**src/rtl/emtf_regbank_pkg.sv**
```systemverilog
`default_nettype none

package emtf_regbank_pkg;

	// widths
	localparam int DATA_W         = 64;
	localparam int ADDR_W         = 9;
	localparam int LINK_ID_W      = 10;
	localparam int LINKS_PER_WORD = 6;
	localparam int AF_DELAY_W     = 8;
	localparam int AF_PER_WORD    = 8;
	localparam int RATE_W         = 26;
	localparam int RATE_TAG_W     = 6;
	localparam int HR_TO_W        = 24;

	//////////////////////////////
	// address map
	//////////////////////////////
	localparam logic [ADDR_W-1:0] ADDR_CTRL    = 9'h000;
	localparam logic [ADDR_W-1:0] ADDR_LINK_ID = 9'h001;
	localparam logic [ADDR_W-1:0] ADDR_FIBER   = 9'h00b;
	localparam logic [ADDR_W-1:0] ADDR_AF      = 9'h00c;
	localparam logic [ADDR_W-1:0] ADDR_MISC    = 9'h011;
	localparam logic [ADDR_W-1:0] ADDR_RATE    = 9'h033;
	localparam logic [ADDR_W-1:0] ADDR_HR_TO   = 9'h056;

	// reset values
	localparam logic [DATA_W-1:0]     CTRL_DEFAULT          = 64'h0000_0000_0008_0000;
	localparam logic [DATA_W-1:0]     FIBER_DEFAULT         = 64'h00ff_ffff_ffff_ffff;
	localparam logic [AF_DELAY_W-1:0] AF_DELAY_DEFAULT      = 8'd1;
	// 3700 orbits of 3564 bx
	localparam logic [HR_TO_W-1:0]    HARD_RESET_TO_DEFAULT = 24'd13186800;
	localparam logic [HR_TO_W-1:0]    MPC_HR_TO_DEFAULT     = 24'd4000000;

	// misc word, msb first
	typedef struct packed {
		logic [2:0]  rsv_hi;
		logic [5:0]  ttc_bc0_delay_cppf;
		logic [11:0] bxn_tx_offset;
		logic [8:0]  ttc_bc0_delay;
		logic [2:0]  prbs_sel;
		logic        mpc_inj_enable;
		logic [7:0]  delayctrl_locked;
		logic        pt_busy;
		logic        inj_enable;
		logic        af_enable;
		logic        spy_rank;
		logic        spy_valid;
		logic        spy_l1a;
		logic [8:0]  daq_delay;
		logic [1:0]  rsv_lo;
		logic        spy_bc0_err;
		logic [2:0]  sector;
		logic        endcap;
	} misc_cfg_t;

	typedef union packed {
		logic [DATA_W-1:0] raw;
		misc_cfg_t         f;
	} misc_cfg_u;

endpackage

`default_nettype wire

```
**src/rtl/af_delay_regs.sv**
```systemverilog
`default_nettype none

module af_delay_regs #(
	parameter int N_AF_WORDS = 2
) (
	input  wire logic                                control_clk,
	input  wire logic                                rst_i,
	input  wire logic                                cs_i,
	input  wire logic                                we_i,
	input  wire logic [emtf_regbank_pkg::ADDR_W-1:0] reg_addr_i,
	input  wire logic [emtf_regbank_pkg::DATA_W-1:0] wdata_i,
	output logic [N_AF_WORDS*emtf_regbank_pkg::AF_PER_WORD*
		emtf_regbank_pkg::AF_DELAY_W-1:0]            af_delays_o
);
	import emtf_regbank_pkg::*;

	localparam int WORD_W = AF_PER_WORD * AF_DELAY_W;

	logic [WORD_W-1:0] delay_q [N_AF_WORDS];

	always_ff @(posedge control_clk) begin
		for (int k = 0; k < N_AF_WORDS; k++) begin
			if (rst_i) begin
				delay_q[k] <= {AF_PER_WORD{AF_DELAY_DEFAULT}};
			end else if (cs_i && we_i && reg_addr_i == ADDR_AF + ADDR_W'(k)) begin
				delay_q[k] <= wdata_i[WORD_W-1:0];
			end
		end
	end

	// chamber 8k+j from byte j of word k
	for (genvar k = 0; k < N_AF_WORDS; k++) begin : g_word
		for (genvar j = 0; j < AF_PER_WORD; j++) begin : g_chamber
			assign af_delays_o[(k*AF_PER_WORD+j)*AF_DELAY_W +: AF_DELAY_W] =
				delay_q[k][j*AF_DELAY_W +: AF_DELAY_W];
		end
	end

endmodule

`default_nettype wire

```
**src/rtl/config_regs.sv**
```systemverilog
`default_nettype none

module config_regs (
	input  wire logic                                control_clk,
	input  wire logic                                rst_i,
	input  wire logic                                cs_i,
	input  wire logic                                we_i,
	input  wire logic [emtf_regbank_pkg::ADDR_W-1:0] reg_addr_i,
	input  wire logic [emtf_regbank_pkg::DATA_W-1:0] wdata_i,
	input  wire logic                                pt_busy_i,
	input  wire logic [7:0]                          delayctrl_locked_i,
	output logic [emtf_regbank_pkg::DATA_W-1:0]      control_reg_o,
	output logic [emtf_regbank_pkg::DATA_W-1:0]      fiber_enable_o,
	output emtf_regbank_pkg::misc_cfg_u              misc_cfg_o,
	output emtf_regbank_pkg::misc_cfg_u              misc_rb_o,
	output logic [emtf_regbank_pkg::DATA_W-1:0]      hr_to_o
);
	import emtf_regbank_pkg::*;

	logic [HR_TO_W-1:0] hard_reset_to_q;
	logic [HR_TO_W-1:0] mpc_hr_to_q;
	misc_cfg_u          misc_wr;
	logic               wr_en;

	assign wr_en   = cs_i && we_i;
	assign hr_to_o = {{(DATA_W-2*HR_TO_W){1'b0}}, mpc_hr_to_q, hard_reset_to_q};

	// host word with read-only and reserved bits dropped
	always_comb begin
		misc_wr.raw                = wdata_i;
		misc_wr.f.pt_busy          = 1'b0;
		misc_wr.f.delayctrl_locked = '0;
		misc_wr.f.rsv_lo           = '0;
		misc_wr.f.rsv_hi           = '0;
	end

	// status bits go in live on readback
	always_comb begin
		misc_rb_o                    = misc_cfg_o;
		misc_rb_o.f.pt_busy          = pt_busy_i;
		misc_rb_o.f.delayctrl_locked = delayctrl_locked_i;
	end

	//////////////////////////////
	// writable registers
	//////////////////////////////
	always_ff @(posedge control_clk) begin
		if (rst_i) begin
			control_reg_o                  <= CTRL_DEFAULT;
			fiber_enable_o                 <= FIBER_DEFAULT;
			hard_reset_to_q                <= HARD_RESET_TO_DEFAULT;
			mpc_hr_to_q                    <= MPC_HR_TO_DEFAULT;
			misc_cfg_o                     <= '0;
			misc_cfg_o.f.ttc_bc0_delay     <= 9'd86;
			misc_cfg_o.f.ttc_bc0_delay_cppf <= 6'd36;
			misc_cfg_o.f.daq_delay         <= 9'd256;
			misc_cfg_o.f.spy_l1a           <= 1'b1;
			misc_cfg_o.f.af_enable         <= 1'b1;
			misc_cfg_o.f.spy_bc0_err       <= 1'b1;
		end else if (wr_en) begin
			case (reg_addr_i)
				ADDR_CTRL: begin
					control_reg_o <= wdata_i;
				end
				ADDR_FIBER: begin
					fiber_enable_o <= wdata_i;
				end
				ADDR_MISC: begin
					misc_cfg_o <= misc_wr;
				end
				ADDR_HR_TO: begin
					hard_reset_to_q <= wdata_i[HR_TO_W-1:0];
					mpc_hr_to_q     <= wdata_i[2*HR_TO_W-1:HR_TO_W];
				end
				default: begin
				end
			endcase
		end
	end

endmodule

`default_nettype wire

```
**src/rtl/emtf_regbank_top.sv**
```systemverilog
`default_nettype none

module emtf_regbank_top #(
	parameter int N_LINK_WORDS = 2,
	parameter int N_AF_WORDS   = 2,
	parameter int N_RATE_WORDS = 4
) (
	input  wire logic                                control_clk,
	input  wire logic                                rst_i,
	input  wire logic                                cs_i,
	input  wire logic                                we_i,
	input  wire logic [1:0]                          sel_i,
	input  wire logic [6:0]                          addr_i,
	input  wire logic [emtf_regbank_pkg::DATA_W-1:0] wdata_i,
	input  wire logic                                pt_busy_i,
	input  wire logic [7:0]                          delayctrl_locked_i,
	input  wire logic [N_LINK_WORDS*emtf_regbank_pkg::LINKS_PER_WORD*
			emtf_regbank_pkg::LINK_ID_W-1:0]         link_id_i,
	input  wire logic [N_AF_WORDS*emtf_regbank_pkg::AF_PER_WORD*
			emtf_regbank_pkg::AF_DELAY_W-1:0]        bc0_time_counts_i,
	input  wire logic [2*N_RATE_WORDS*emtf_regbank_pkg::RATE_W-1:0] rates_i,
	output logic [emtf_regbank_pkg::DATA_W-1:0]      rdata_o,
	output logic [emtf_regbank_pkg::DATA_W-1:0]      control_reg_o,
	output logic [emtf_regbank_pkg::DATA_W-1:0]      fiber_enable_o,
	output emtf_regbank_pkg::misc_cfg_u              misc_cfg_o,
	output logic [emtf_regbank_pkg::HR_TO_W-1:0]     hard_reset_to_o,
	output logic [emtf_regbank_pkg::HR_TO_W-1:0]     mpc_link_hr_to_o,
	output logic [N_AF_WORDS*emtf_regbank_pkg::AF_PER_WORD*
			emtf_regbank_pkg::AF_DELAY_W-1:0]        af_delays_o
);
	import emtf_regbank_pkg::*;

	logic [ADDR_W-1:0]              reg_addr;
	misc_cfg_u                      misc_rb;
	logic [DATA_W-1:0]              hr_to;
	logic [N_LINK_WORDS*DATA_W-1:0] link_words;
	logic [N_AF_WORDS*DATA_W-1:0]   bc0_words;
	logic [N_RATE_WORDS*DATA_W-1:0] rate_words;

	assign reg_addr         = {sel_i, addr_i};
	assign hard_reset_to_o  = hr_to[HR_TO_W-1:0];
	assign mpc_link_hr_to_o = hr_to[2*HR_TO_W-1:HR_TO_W];

	config_regs i_config_regs (
		.control_clk        (control_clk),
		.rst_i              (rst_i),
		.cs_i               (cs_i),
		.we_i               (we_i),
		.reg_addr_i         (reg_addr),
		.wdata_i            (wdata_i),
		.pt_busy_i          (pt_busy_i),
		.delayctrl_locked_i (delayctrl_locked_i),
		.control_reg_o      (control_reg_o),
		.fiber_enable_o     (fiber_enable_o),
		.misc_cfg_o         (misc_cfg_o),
		.misc_rb_o          (misc_rb),
		.hr_to_o            (hr_to)
	);

	af_delay_regs #(.N_AF_WORDS(N_AF_WORDS)) i_af_delay_regs (
		.control_clk (control_clk),
		.rst_i       (rst_i),
		.cs_i        (cs_i),
		.we_i        (we_i),
		.reg_addr_i  (reg_addr),
		.wdata_i     (wdata_i),
		.af_delays_o (af_delays_o)
	);

	status_pack #(
		.N_LINK_WORDS (N_LINK_WORDS),
		.N_AF_WORDS   (N_AF_WORDS),
		.N_RATE_WORDS (N_RATE_WORDS)
	) i_status_pack (
		.link_id_i         (link_id_i),
		.bc0_time_counts_i (bc0_time_counts_i),
		.rates_i           (rates_i),
		.link_words_o      (link_words),
		.bc0_words_o       (bc0_words),
		.rate_words_o      (rate_words)
	);

	read_mux #(
		.N_LINK_WORDS (N_LINK_WORDS),
		.N_AF_WORDS   (N_AF_WORDS),
		.N_RATE_WORDS (N_RATE_WORDS)
	) i_read_mux (
		.control_clk    (control_clk),
		.rst_i          (rst_i),
		.cs_i           (cs_i),
		.reg_addr_i     (reg_addr),
		.control_reg_i  (control_reg_o),
		.fiber_enable_i (fiber_enable_o),
		.misc_rb_i      (misc_rb),
		.hr_to_i        (hr_to),
		.link_words_i   (link_words),
		.bc0_words_i    (bc0_words),
		.rate_words_i   (rate_words),
		.rdata_o        (rdata_o)
	);

endmodule

`default_nettype wire

```
**src/rtl/read_mux.sv**
```systemverilog
`default_nettype none

module read_mux #(
	parameter int N_LINK_WORDS = 2,
	parameter int N_AF_WORDS   = 2,
	parameter int N_RATE_WORDS = 4
) (
	input  wire logic                                             control_clk,
	input  wire logic                                             rst_i,
	input  wire logic                                             cs_i,
	input  wire logic [emtf_regbank_pkg::ADDR_W-1:0]              reg_addr_i,
	input  wire logic [emtf_regbank_pkg::DATA_W-1:0]              control_reg_i,
	input  wire logic [emtf_regbank_pkg::DATA_W-1:0]              fiber_enable_i,
	input  wire emtf_regbank_pkg::misc_cfg_u                      misc_rb_i,
	input  wire logic [emtf_regbank_pkg::DATA_W-1:0]              hr_to_i,
	input  wire logic [N_LINK_WORDS*emtf_regbank_pkg::DATA_W-1:0] link_words_i,
	input  wire logic [N_AF_WORDS*emtf_regbank_pkg::DATA_W-1:0]   bc0_words_i,
	input  wire logic [N_RATE_WORDS*emtf_regbank_pkg::DATA_W-1:0] rate_words_i,
	output logic [emtf_regbank_pkg::DATA_W-1:0]                   rdata_o
);
	import emtf_regbank_pkg::*;

	logic [DATA_W-1:0] rd_word;

	// decode, zero for unmapped or idle
	always_comb begin
		rd_word = '0;
		if (cs_i) begin
			case (reg_addr_i)
				ADDR_CTRL:  rd_word = control_reg_i;
				ADDR_FIBER: rd_word = fiber_enable_i;
				ADDR_MISC:  rd_word = misc_rb_i.raw;
				ADDR_HR_TO: rd_word = hr_to_i;
				default:    rd_word = '0;
			endcase
			for (int k = 0; k < N_LINK_WORDS; k++) begin
				if (reg_addr_i == ADDR_LINK_ID + ADDR_W'(k))
					rd_word = link_words_i[k*DATA_W +: DATA_W];
			end
			// delay addresses read back measured bc0 times
			for (int k = 0; k < N_AF_WORDS; k++) begin
				if (reg_addr_i == ADDR_AF + ADDR_W'(k))
					rd_word = bc0_words_i[k*DATA_W +: DATA_W];
			end
			for (int k = 0; k < N_RATE_WORDS; k++) begin
				if (reg_addr_i == ADDR_RATE + ADDR_W'(k))
					rd_word = rate_words_i[k*DATA_W +: DATA_W];
			end
		end
	end

	always_ff @(posedge control_clk) begin
		if (rst_i) begin
			rdata_o <= '0;
		end else begin
			rdata_o <= rd_word;
		end
	end

endmodule

`default_nettype wire

```
**src/rtl/status_pack.sv**
```systemverilog
`default_nettype none

module status_pack #(
	parameter int N_LINK_WORDS = 2,
	parameter int N_AF_WORDS   = 2,
	parameter int N_RATE_WORDS = 4
) (
	input  wire logic [N_LINK_WORDS*emtf_regbank_pkg::LINKS_PER_WORD*
		emtf_regbank_pkg::LINK_ID_W-1:0]                            link_id_i,
	input  wire logic [N_AF_WORDS*emtf_regbank_pkg::AF_PER_WORD*
		emtf_regbank_pkg::AF_DELAY_W-1:0]                           bc0_time_counts_i,
	input  wire logic [2*N_RATE_WORDS*emtf_regbank_pkg::RATE_W-1:0] rates_i,
	output logic [N_LINK_WORDS*emtf_regbank_pkg::DATA_W-1:0]        link_words_o,
	output logic [N_AF_WORDS*emtf_regbank_pkg::DATA_W-1:0]          bc0_words_o,
	output logic [N_RATE_WORDS*emtf_regbank_pkg::DATA_W-1:0]        rate_words_o
);
	import emtf_regbank_pkg::*;

	localparam int LINK_BITS  = LINKS_PER_WORD * LINK_ID_W;
	localparam int LINK_PAD_W = DATA_W - LINK_BITS;
	localparam int RATE_PAD_W = DATA_W/2 - RATE_W;

	//////////////////////////////
	// link ids, 6 per word
	//////////////////////////////
	for (genvar k = 0; k < N_LINK_WORDS; k++) begin : g_link
		for (genvar j = 0; j < LINKS_PER_WORD; j++) begin : g_id
			assign link_words_o[k*DATA_W + j*LINK_ID_W +: LINK_ID_W] =
				link_id_i[(k*LINKS_PER_WORD+j)*LINK_ID_W +: LINK_ID_W];
		end
		assign link_words_o[k*DATA_W + LINK_BITS +: LINK_PAD_W] = '0;
	end

	// bc0 time counts, byte j of word k
	for (genvar k = 0; k < N_AF_WORDS; k++) begin : g_bc0
		for (genvar j = 0; j < AF_PER_WORD; j++) begin : g_cnt
			assign bc0_words_o[k*DATA_W + j*AF_DELAY_W +: AF_DELAY_W] =
				bc0_time_counts_i[(k*AF_PER_WORD+j)*AF_DELAY_W +: AF_DELAY_W];
		end
	end

	//////////////////////////////
	// rates, two per word plus tag
	//////////////////////////////
	for (genvar k = 0; k < N_RATE_WORDS; k++) begin : g_rate
		assign rate_words_o[k*DATA_W +: DATA_W] = {
			RATE_TAG_W'(k),
			rates_i[(2*k+1)*RATE_W +: RATE_W],
			{RATE_PAD_W{1'b0}},
			rates_i[2*k*RATE_W +: RATE_W]
		};
	end

endmodule

`default_nettype wire

```
**config.mk**
```make
export PLATFORM = sky130hd
export DESIGN_NAME = emtf_regbank_top
export DESIGN_NICKNAME = d
export VERILOG_FILES = /design/src/rtl/emtf_regbank_pkg.sv /design/src/rtl/af_delay_regs.sv /design/src/rtl/config_regs.sv /design/src/rtl/emtf_regbank_top.sv /design/src/rtl/read_mux.sv /design/src/rtl/status_pack.sv
export SDC_FILE = /design/constraint.sdc
export NUM_CORES = 1
export LEC_CHECK = 0
export BUFFER_PORTS_ARGS = -buffer_cell sky130_fd_sc_hd__buf_2
export CAP_MARGIN = 40
export CORE_AREA = 2 2 380 382
export DETAILED_ROUTE_END_ITERATION = 16
export DIE_AREA = 0 0 382 384
export SYNTH_ARGS = -nofsm -noshare
export SYNTH_HDL_FRONTEND = slang
export SYNTH_SLANG_ARGS = --single-unit
```
**constraint.sdc**
```tcl
create_clock -name control_clk -period 3.9 [get_ports control_clk]
set_clock_uncertainty 0.15 [all_clocks]
set_input_delay 0.195 -clock control_clk [delete_from_list [all_inputs] [get_ports control_clk]]
set_output_delay 0.195 -clock control_clk [all_outputs]
set_load 0.01 [all_outputs]
```
## Word level (Yosys, flattened, before mapping)

Memories as Yosys holds them, arrays and structs flattened.
Index checks and enable logic that the tools add are counted.

- Memories kept: 1
- Word-level logic and storage cells: 51
- Input port bits: 542
- Memory bits (writable): 128
- Register bits after elaboration: 290

- Eq/ne operators: 11
- Multiplexer cells: 19
- Reduce and logical (&&, ||, !) cells: 10
- Bitwise logic cells: 3

Memories:

| name | words | width | rd ports | clocked after Yosys merged registers in | write ports | RTL line | source |
|---|---|---|---|---|---|---|---|
| i_af_delay_regs.delay_q | 2 | 64 | 2 | 0 | 2 | af_delay_regs.sv:19 | `logic [WORD_W-1:0] delay_q [N_AF_WORDS];` |

Operator list:

| cell | number |
|---|---|
| $mux W64 | 6 |
| $pmux W64 S4 | 1 |
| $mux W60 | 4 |
| $eq A9 B6 Y1 const B | 4 |
| $eq A9 B4 Y1 const B | 3 |
| $eq A9 B1 Y1 const B | 1 |
| $eq A9 B2 Y1 const B | 1 |
| $eq A9 B5 Y1 const B | 1 |
| $eq A9 B7 Y1 const B | 1 |
| $logic_not A9 Y1 | 1 |
| $mux W1 | 8 |
| $reduce_and A2 Y1 | 4 |
| $reduce_or A6 Y1 | 1 |
| $logic_and A1 B1 Y1 | 3 |
| $or A1 B1 Y1 | 2 |
| $reduce_or A2 Y1 | 1 |
| $not A1 Y1 | 1 |

## Depth between registers and ports, before layout

- Depth in word-level cells: 10
- Mapped depth: 10
- Gate-level depth less buffers: 6

## Hierarchy

From an unflattened synthesis, not the netlist that was laid out.

- Cells, all modules: 3111
- Area total of the unflattened synthesis: 28274.6 µm²

By module, submodules not included:

| module | area an instance (µm²) | cells each | times used |
|---|---|---|---|
| config_regs | 9711.8 | 972 | 1 |
| read_mux | 8224.1 | 1162 | 1 |
| af_delay_regs | 6487.5 | 463 | 1 |
| status_pack | 3851.2 | 514 | 1 |

## Least setup slack after synthesis

Ideal clock, no wire load.

- Path type: input to register
- Start: in sel_i[1]
- End: mem i_af_delay_regs.delay_q[0][0] (netlist bit), enable pin
- Setup slack: 686 ps
- Data arrival time: 2643 ps
- Cell stages on the path: 5
- Cells stage by stage: buf_2 nor4_4 nand2_1 nor2_1 a21o_1

RTL lines:

| element | RTL line | source |
|---|---|---|
| start, declared | emtf_regbank_top.sv:12 | `input wire logic [1:0] sel_i,` |
| end, declared | af_delay_regs.sv:19 |  |

## Worst setup path after layout

- Start: in sel_i[1]
- End: reg i_read_mux.rdata_o[6] (netlist bit)

- Word-level cells in the longest chain between the ends: 10

RTL lines:

| element | RTL line | source |
|---|---|---|
| $eq A9 B7 Y1, or another cell as far along | read_mux.sv:29 | `case (reg_addr_i)` |
| $pmux W64 S4 | read_mux.sv:29 |  |
| $mux W64 (2 in a row) | read_mux.sv:37 | `if (reg_addr_i == ADDR_LINK_ID + ADDR_W'(k))` |
| $mux W64 (2 in a row) | read_mux.sv:42 | `if (reg_addr_i == ADDR_AF + ADDR_W'(k))` |
| $mux W60 (3 in a row) | read_mux.sv:46 | `if (reg_addr_i == ADDR_RATE + ADDR_W'(k))` |
| $mux W60 * | read_mux.sv:46 |  |
| end signal, assigned | read_mux.sv:56 | `rdata_o <= rd_word;` |
| end, declared | read_mux.sv:19 | `output logic [emtf_regbank_pkg::DATA_W-1:0] rdata_o` |

Every way passes the cells marked *; elsewhere a longest branch is shown, timed or not.
A chain may end at the register's enable or synchronous reset.

==> qor.csv <==
stage,metric,value,unit
status,run_status,completed,
clocking,cts_buffers,57,
global_route,globalRouteOverflowTotal,0,
sta,final_critical_path_setup_slack,31.8,ps
worst_setup_path,cp-end-kind,register,
sta,setup_repair_after_global_routing_missed_its_margin,false,
synth,ys_seq_area_share,46.2,%
floorplanning,boundaryPins,974,
worst_setup_path,worstPathMaxFanout,12,
drt,detail_route.vias_per_cell,4.64,
finish,finalInstanceArea,32800,um^2
global_route,grt_first_pass_wirelength,226000,um
sta,final.hold.worst_slack,149,ps
floorplanning,floorplan.rows,139,
worst_setup_path,worst_stage_delay_on_the_critical_path,810,ps
synth,ys_async_sr_fraction,0,%
clocking,cts.sink_count,418,
worst_setup_path,critical-path-slowest-cell,sky130_fd_sc_hd__nor3_1,
drt,drt-total-wl,176000,um
drt,routed_wire_length_per_instance,31.3,um
synth,yosys_warnings,0,
global_route,number_of_global_route_vias_before_repair,24493,
place,globalplace.congestion,0.998,
clocking,clkLatencyLatePin,670,ps
clocking,tritoncts,built,
worst_setup_path,startpoint_class_of_the_critical_path,primary input,
drt,remaining_routing_drc_violations,0,
global_route,met3_usage,7.47,%
run,timing.max_cap.violations,0,
place,dpl-instance-area,28200,um^2
global_route,global_route_track_usage_on_met1,27.0,%
global_route,global_route.usage.met2,38.4,%
sta,timing.slew.headroom,33.6,%
synth,synth-edff-count,128,
worst_setup_path,crit_top_cell,sky130_fd_sc_hd__dlygate4sd3_1,
power_and_ir_drop,max-vdd-ir-drop,0.304,mV
synth,yosys_most_used_dff,sky130_fd_sc_hd__dfxtp_1,
place,post-place-cells,5257,
floorplanning,chipWidth,382,um
global_route,grt_max_degree,142,
finish,share_of_final_layout_standard_cells_stronger_than_drive_strength_1,32.9,%
power_and_ir_drop,power_density,357,nW/um^2
sta,drv_slew,0,
floorplanning,chipHeight,384,um
sta,max_slew.worst_pin.slew,988,ps
min_path,hold_path_class,in -> reg,
finish,area_growth_syn_to_layout,56.7,%
drt,drt_pre_antenna_iters,6,
place,dp_hpwl,141000,um
clocking,max-clock-path-buffers,3,
synth,post_synth_inst_count,2519,
power_and_ir_drop,total_power,11.7,mW
global_route,antenna_found_initial,76,
worst_setup_path,path_cells,"buf_2, or3_4, nor3_1, nand2_1, a21oi_1, nor4_1, dlygate4sd3_1, or3_1, dlygate4sd3_1",
sta,setup_viol,0,
clocking,cts_root_buf,sky130_fd_sc_hd__clkbuf_16,
clocking,clock_transition_at_the_registers_of_the_reported_paths,60,ps
floorplanning,die_area,147000,um^2
sta,final_min_period_over_clock_period,99.2,%
drt,drtIter0Drc,3204,
floorplanning,coreArea,143000,um^2
global_route,groute.usage.overall,22.8,%
sta,fmax,259,MHz
synth,netlist_area,20900,um^2
worst_setup_path,required,4320,ps
sta,finalHoldViolations,0,
finish,layoutNonFillerInstCount,5635,
worst_setup_path,worst_path_arrival_time,4290,ps
synth,flops_latches_synth,418,
place,post-place-ws,210,ps
synth,synth.distinct_cells,66,
synth,synth.avg_cell_area,8.30,um^2
sta,period_minus_slack,3870,ps
power_and_ir_drop,total_leakage_power,13.5,nW
sta,setup_tns,0,ps
finish,fillers,15651,
finish,fin_nets,4198,
floorplanning,initial_core_util,14.6,%
finish,post-route-util,22.9,%
drt,dr_total_vias,26172,
drt,final_antenna_net_count,0,
clocking,cts_max_level,2,
global_route,busiest_layer,met2,
place,io_buffer_count,959,
worst_setup_path,critical_path_class,in -> reg,
==> what timing repair did <==
action,4_1_cts,5_1_grt
endpoints found under the setup margin,0,15
gates resized for setup,0,1
hold buffers,242,0
hold endpoints to repair,418,0
buffers inserted,0,0
==> power by group <==
group | switching [mW] | internal [mW]
clock network | 2.47 | 3.47
logic | 0.721 | 0.478
registers | 0.0235 | 4.54
total | 3.21 | 8.49
==> final cells by class <==
type | instances | area, um^2 | area share, %
flip-flops and latches | 418 | 9650 | 29.5
inverters | 14 | 52.6 | 0.160
clock inverters | 45 | 618 | 1.89
diodes | 27 | 67.6 | 0.206
clock buffers | 63 | 1480 | 4.52
multi-input cells | 1865 | 10300 | 31.5
well taps | 1903 | 2380 | 7.27
repair buffers | 1300 | 8180 | 25.0
==> routing by layer <==
layer | share of wire, % | vias to the layer above
met5 | 0.30 | -
met4 | 4.2 | 56
met3 | 9.8 | 403
met1 | 38 | 12718
met2 | 47 | 1766
li1 | - | 11229
==> layout by cell type (no fill, tap or decap), types with 5 or more instances in the layout <==
cell / n
sky130_fd_sc_hd__o211ai_1: 9
sky130_fd_sc_hd__buf_2: 961
sky130_fd_sc_hd__clkinv_1: 5
sky130_fd_sc_hd__bufinv_16: 10
sky130_fd_sc_hd__a22oi_1: 56
sky130_fd_sc_hd__nand4_1: 5
sky130_fd_sc_hd__buf_4: 79
sky130_fd_sc_hd__a21oi_1: 332
sky130_fd_sc_hd__a222oi_1: 7
sky130_fd_sc_hd__o221ai_1: 45
sky130_fd_sc_hd__clkbuf_16: 58
sky130_fd_sc_hd__a31oi_1: 46
sky130_fd_sc_hd__a221oi_2: 10
sky130_fd_sc_hd__dlygate4sd3_1: 242
sky130_fd_sc_hd__a211oi_1: 32
sky130_fd_sc_hd__nand3b_1: 98
sky130_fd_sc_hd__o22ai_1: 49
sky130_fd_sc_hd__nand3_1: 46
sky130_fd_sc_hd__a221oi_1: 18
sky130_fd_sc_hd__mux2_2: 8
sky130_fd_sc_hd__diode_2: 27
sky130_fd_sc_hd__clkinvlp_4: 6
sky130_fd_sc_hd__nor2b_1: 5
sky130_fd_sc_hd__nand2_1: 645
sky130_fd_sc_hd__inv_1: 14
sky130_fd_sc_hd__nor2_1: 84
sky130_fd_sc_hd__dfxtp_1: 290
sky130_fd_sc_hd__mux2i_1: 55
sky130_fd_sc_hd__nand2b_1: 19
sky130_fd_sc_hd__and2_1: 113
sky130_fd_sc_hd__conb_1: 14
sky130_fd_sc_hd__buf_12: 14
sky130_fd_sc_hd__inv_6: 7
sky130_fd_sc_hd__edfxtp_1: 128
sky130_fd_sc_hd__clkinv_4: 9
sky130_fd_sc_hd__o21ai_0: 85
sky130_fd_sc_hd__nor3_4: 5
==> final timing paths <==
| check | start | end | slack, ps | cells past startpoint |
|---|---|---|---|---|
| max | sel_i[1] | i_read_mux.rdata_o[6]$_SDFF_PP0_ | 30 | 9 |
| max reg2reg | i_config_regs.control_reg_o[44]$_SDFFE_PP0P_ | i_read_mux.rdata_o[44]$_SDFF_PP0_ | 1160 | 5 |
| min reg2reg | i_config_regs.hard_reset_to_q[15]$_SDFFE_PP0P_ | i_config_regs.hard_reset_to_q[15]$_SDFFE_PP0P_ | 320 | 2 |
| min | bc0_time_counts_i[39] | i_read_mux.rdata_o[39]$_SDFF_PP0_ | 150 | 5 |
==> state kept, by name, summed over array words and instances, names as in the netlist <==
signal and count:
i_config_regs.control_reg_o 64, i_config_regs.fiber_enable_o 64, i_af_delay_regs.delay_q 128, i_config_regs.hard_reset_to_q 24, i_read_mux.rdata_o 64, i_config_regs.mpc_hr_to_q 24, i_config_regs.misc_cfg_o 50
==> cell usage after synthesis (6+ instances only) <==
master,instances,area (um^2)
sky130_fd_sc_hd__edfxtp_1,128,3840
sky130_fd_sc_hd__nand3b_1,98,736
sky130_fd_sc_hd__and2_1,116,726
sky130_fd_sc_hd__a31oi_1,46,288
sky130_fd_sc_hd__a21oi_1,332,1660
sky130_fd_sc_hd__buf_1,8,30.0
sky130_fd_sc_hd__dfxtp_1,290,5810
sky130_fd_sc_hd__buf_4,20,150
sky130_fd_sc_hd__mux2i_1,55,551
sky130_fd_sc_hd__o221ai_1,45,394
sky130_fd_sc_hd__a221oi_1,18,158
sky130_fd_sc_hd__a222oi_1,7,70.1
sky130_fd_sc_hd__a211oi_1,33,248
sky130_fd_sc_hd__a22oi_1,56,420
sky130_fd_sc_hd__nor2_1,85,319
sky130_fd_sc_hd__mux2_2,8,90.1
sky130_fd_sc_hd__o22ai_1,49,307
sky130_fd_sc_hd__buf_6,8,90.1
sky130_fd_sc_hd__a221oi_2,10,150
sky130_fd_sc_hd__o21ai_0,85,425
sky130_fd_sc_hd__clkbuf_1,148,556
sky130_fd_sc_hd__inv_1,14,52.6
sky130_fd_sc_hd__nand3_1,47,235
sky130_fd_sc_hd__o211ai_1,9,67.6
sky130_fd_sc_hd__nor2b_1,8,50.1
sky130_fd_sc_hd__nand2b_1,20,125
sky130_fd_sc_hd__buf_2,52,260
sky130_fd_sc_hd__a21o_1,6,45.0
sky130_fd_sc_hd__nand2_1,650,2440
==> cell families after synthesis <==
group	after synthesis	share of synthesized area, %
AND/OR/NAND/NOR	1069	24.2
AO/OA/AOI/OAI	717	21.1
flip-flops	418	46.2
buffers and inverters	250	5.45
multiplexers	63	3.06
XOR/XNOR	1	0.0419
other	1	0.0179
==> worst max-delay path: cells and delay by family <==
family / cells / cell delay (ps)
buffers and inverters: 3 / 1390
AO/OA/AOI/OAI: 1 / 360
AND/OR/NAND/NOR: 5 / 2330
No activity file was read; power rests on OpenSTA's default activity.
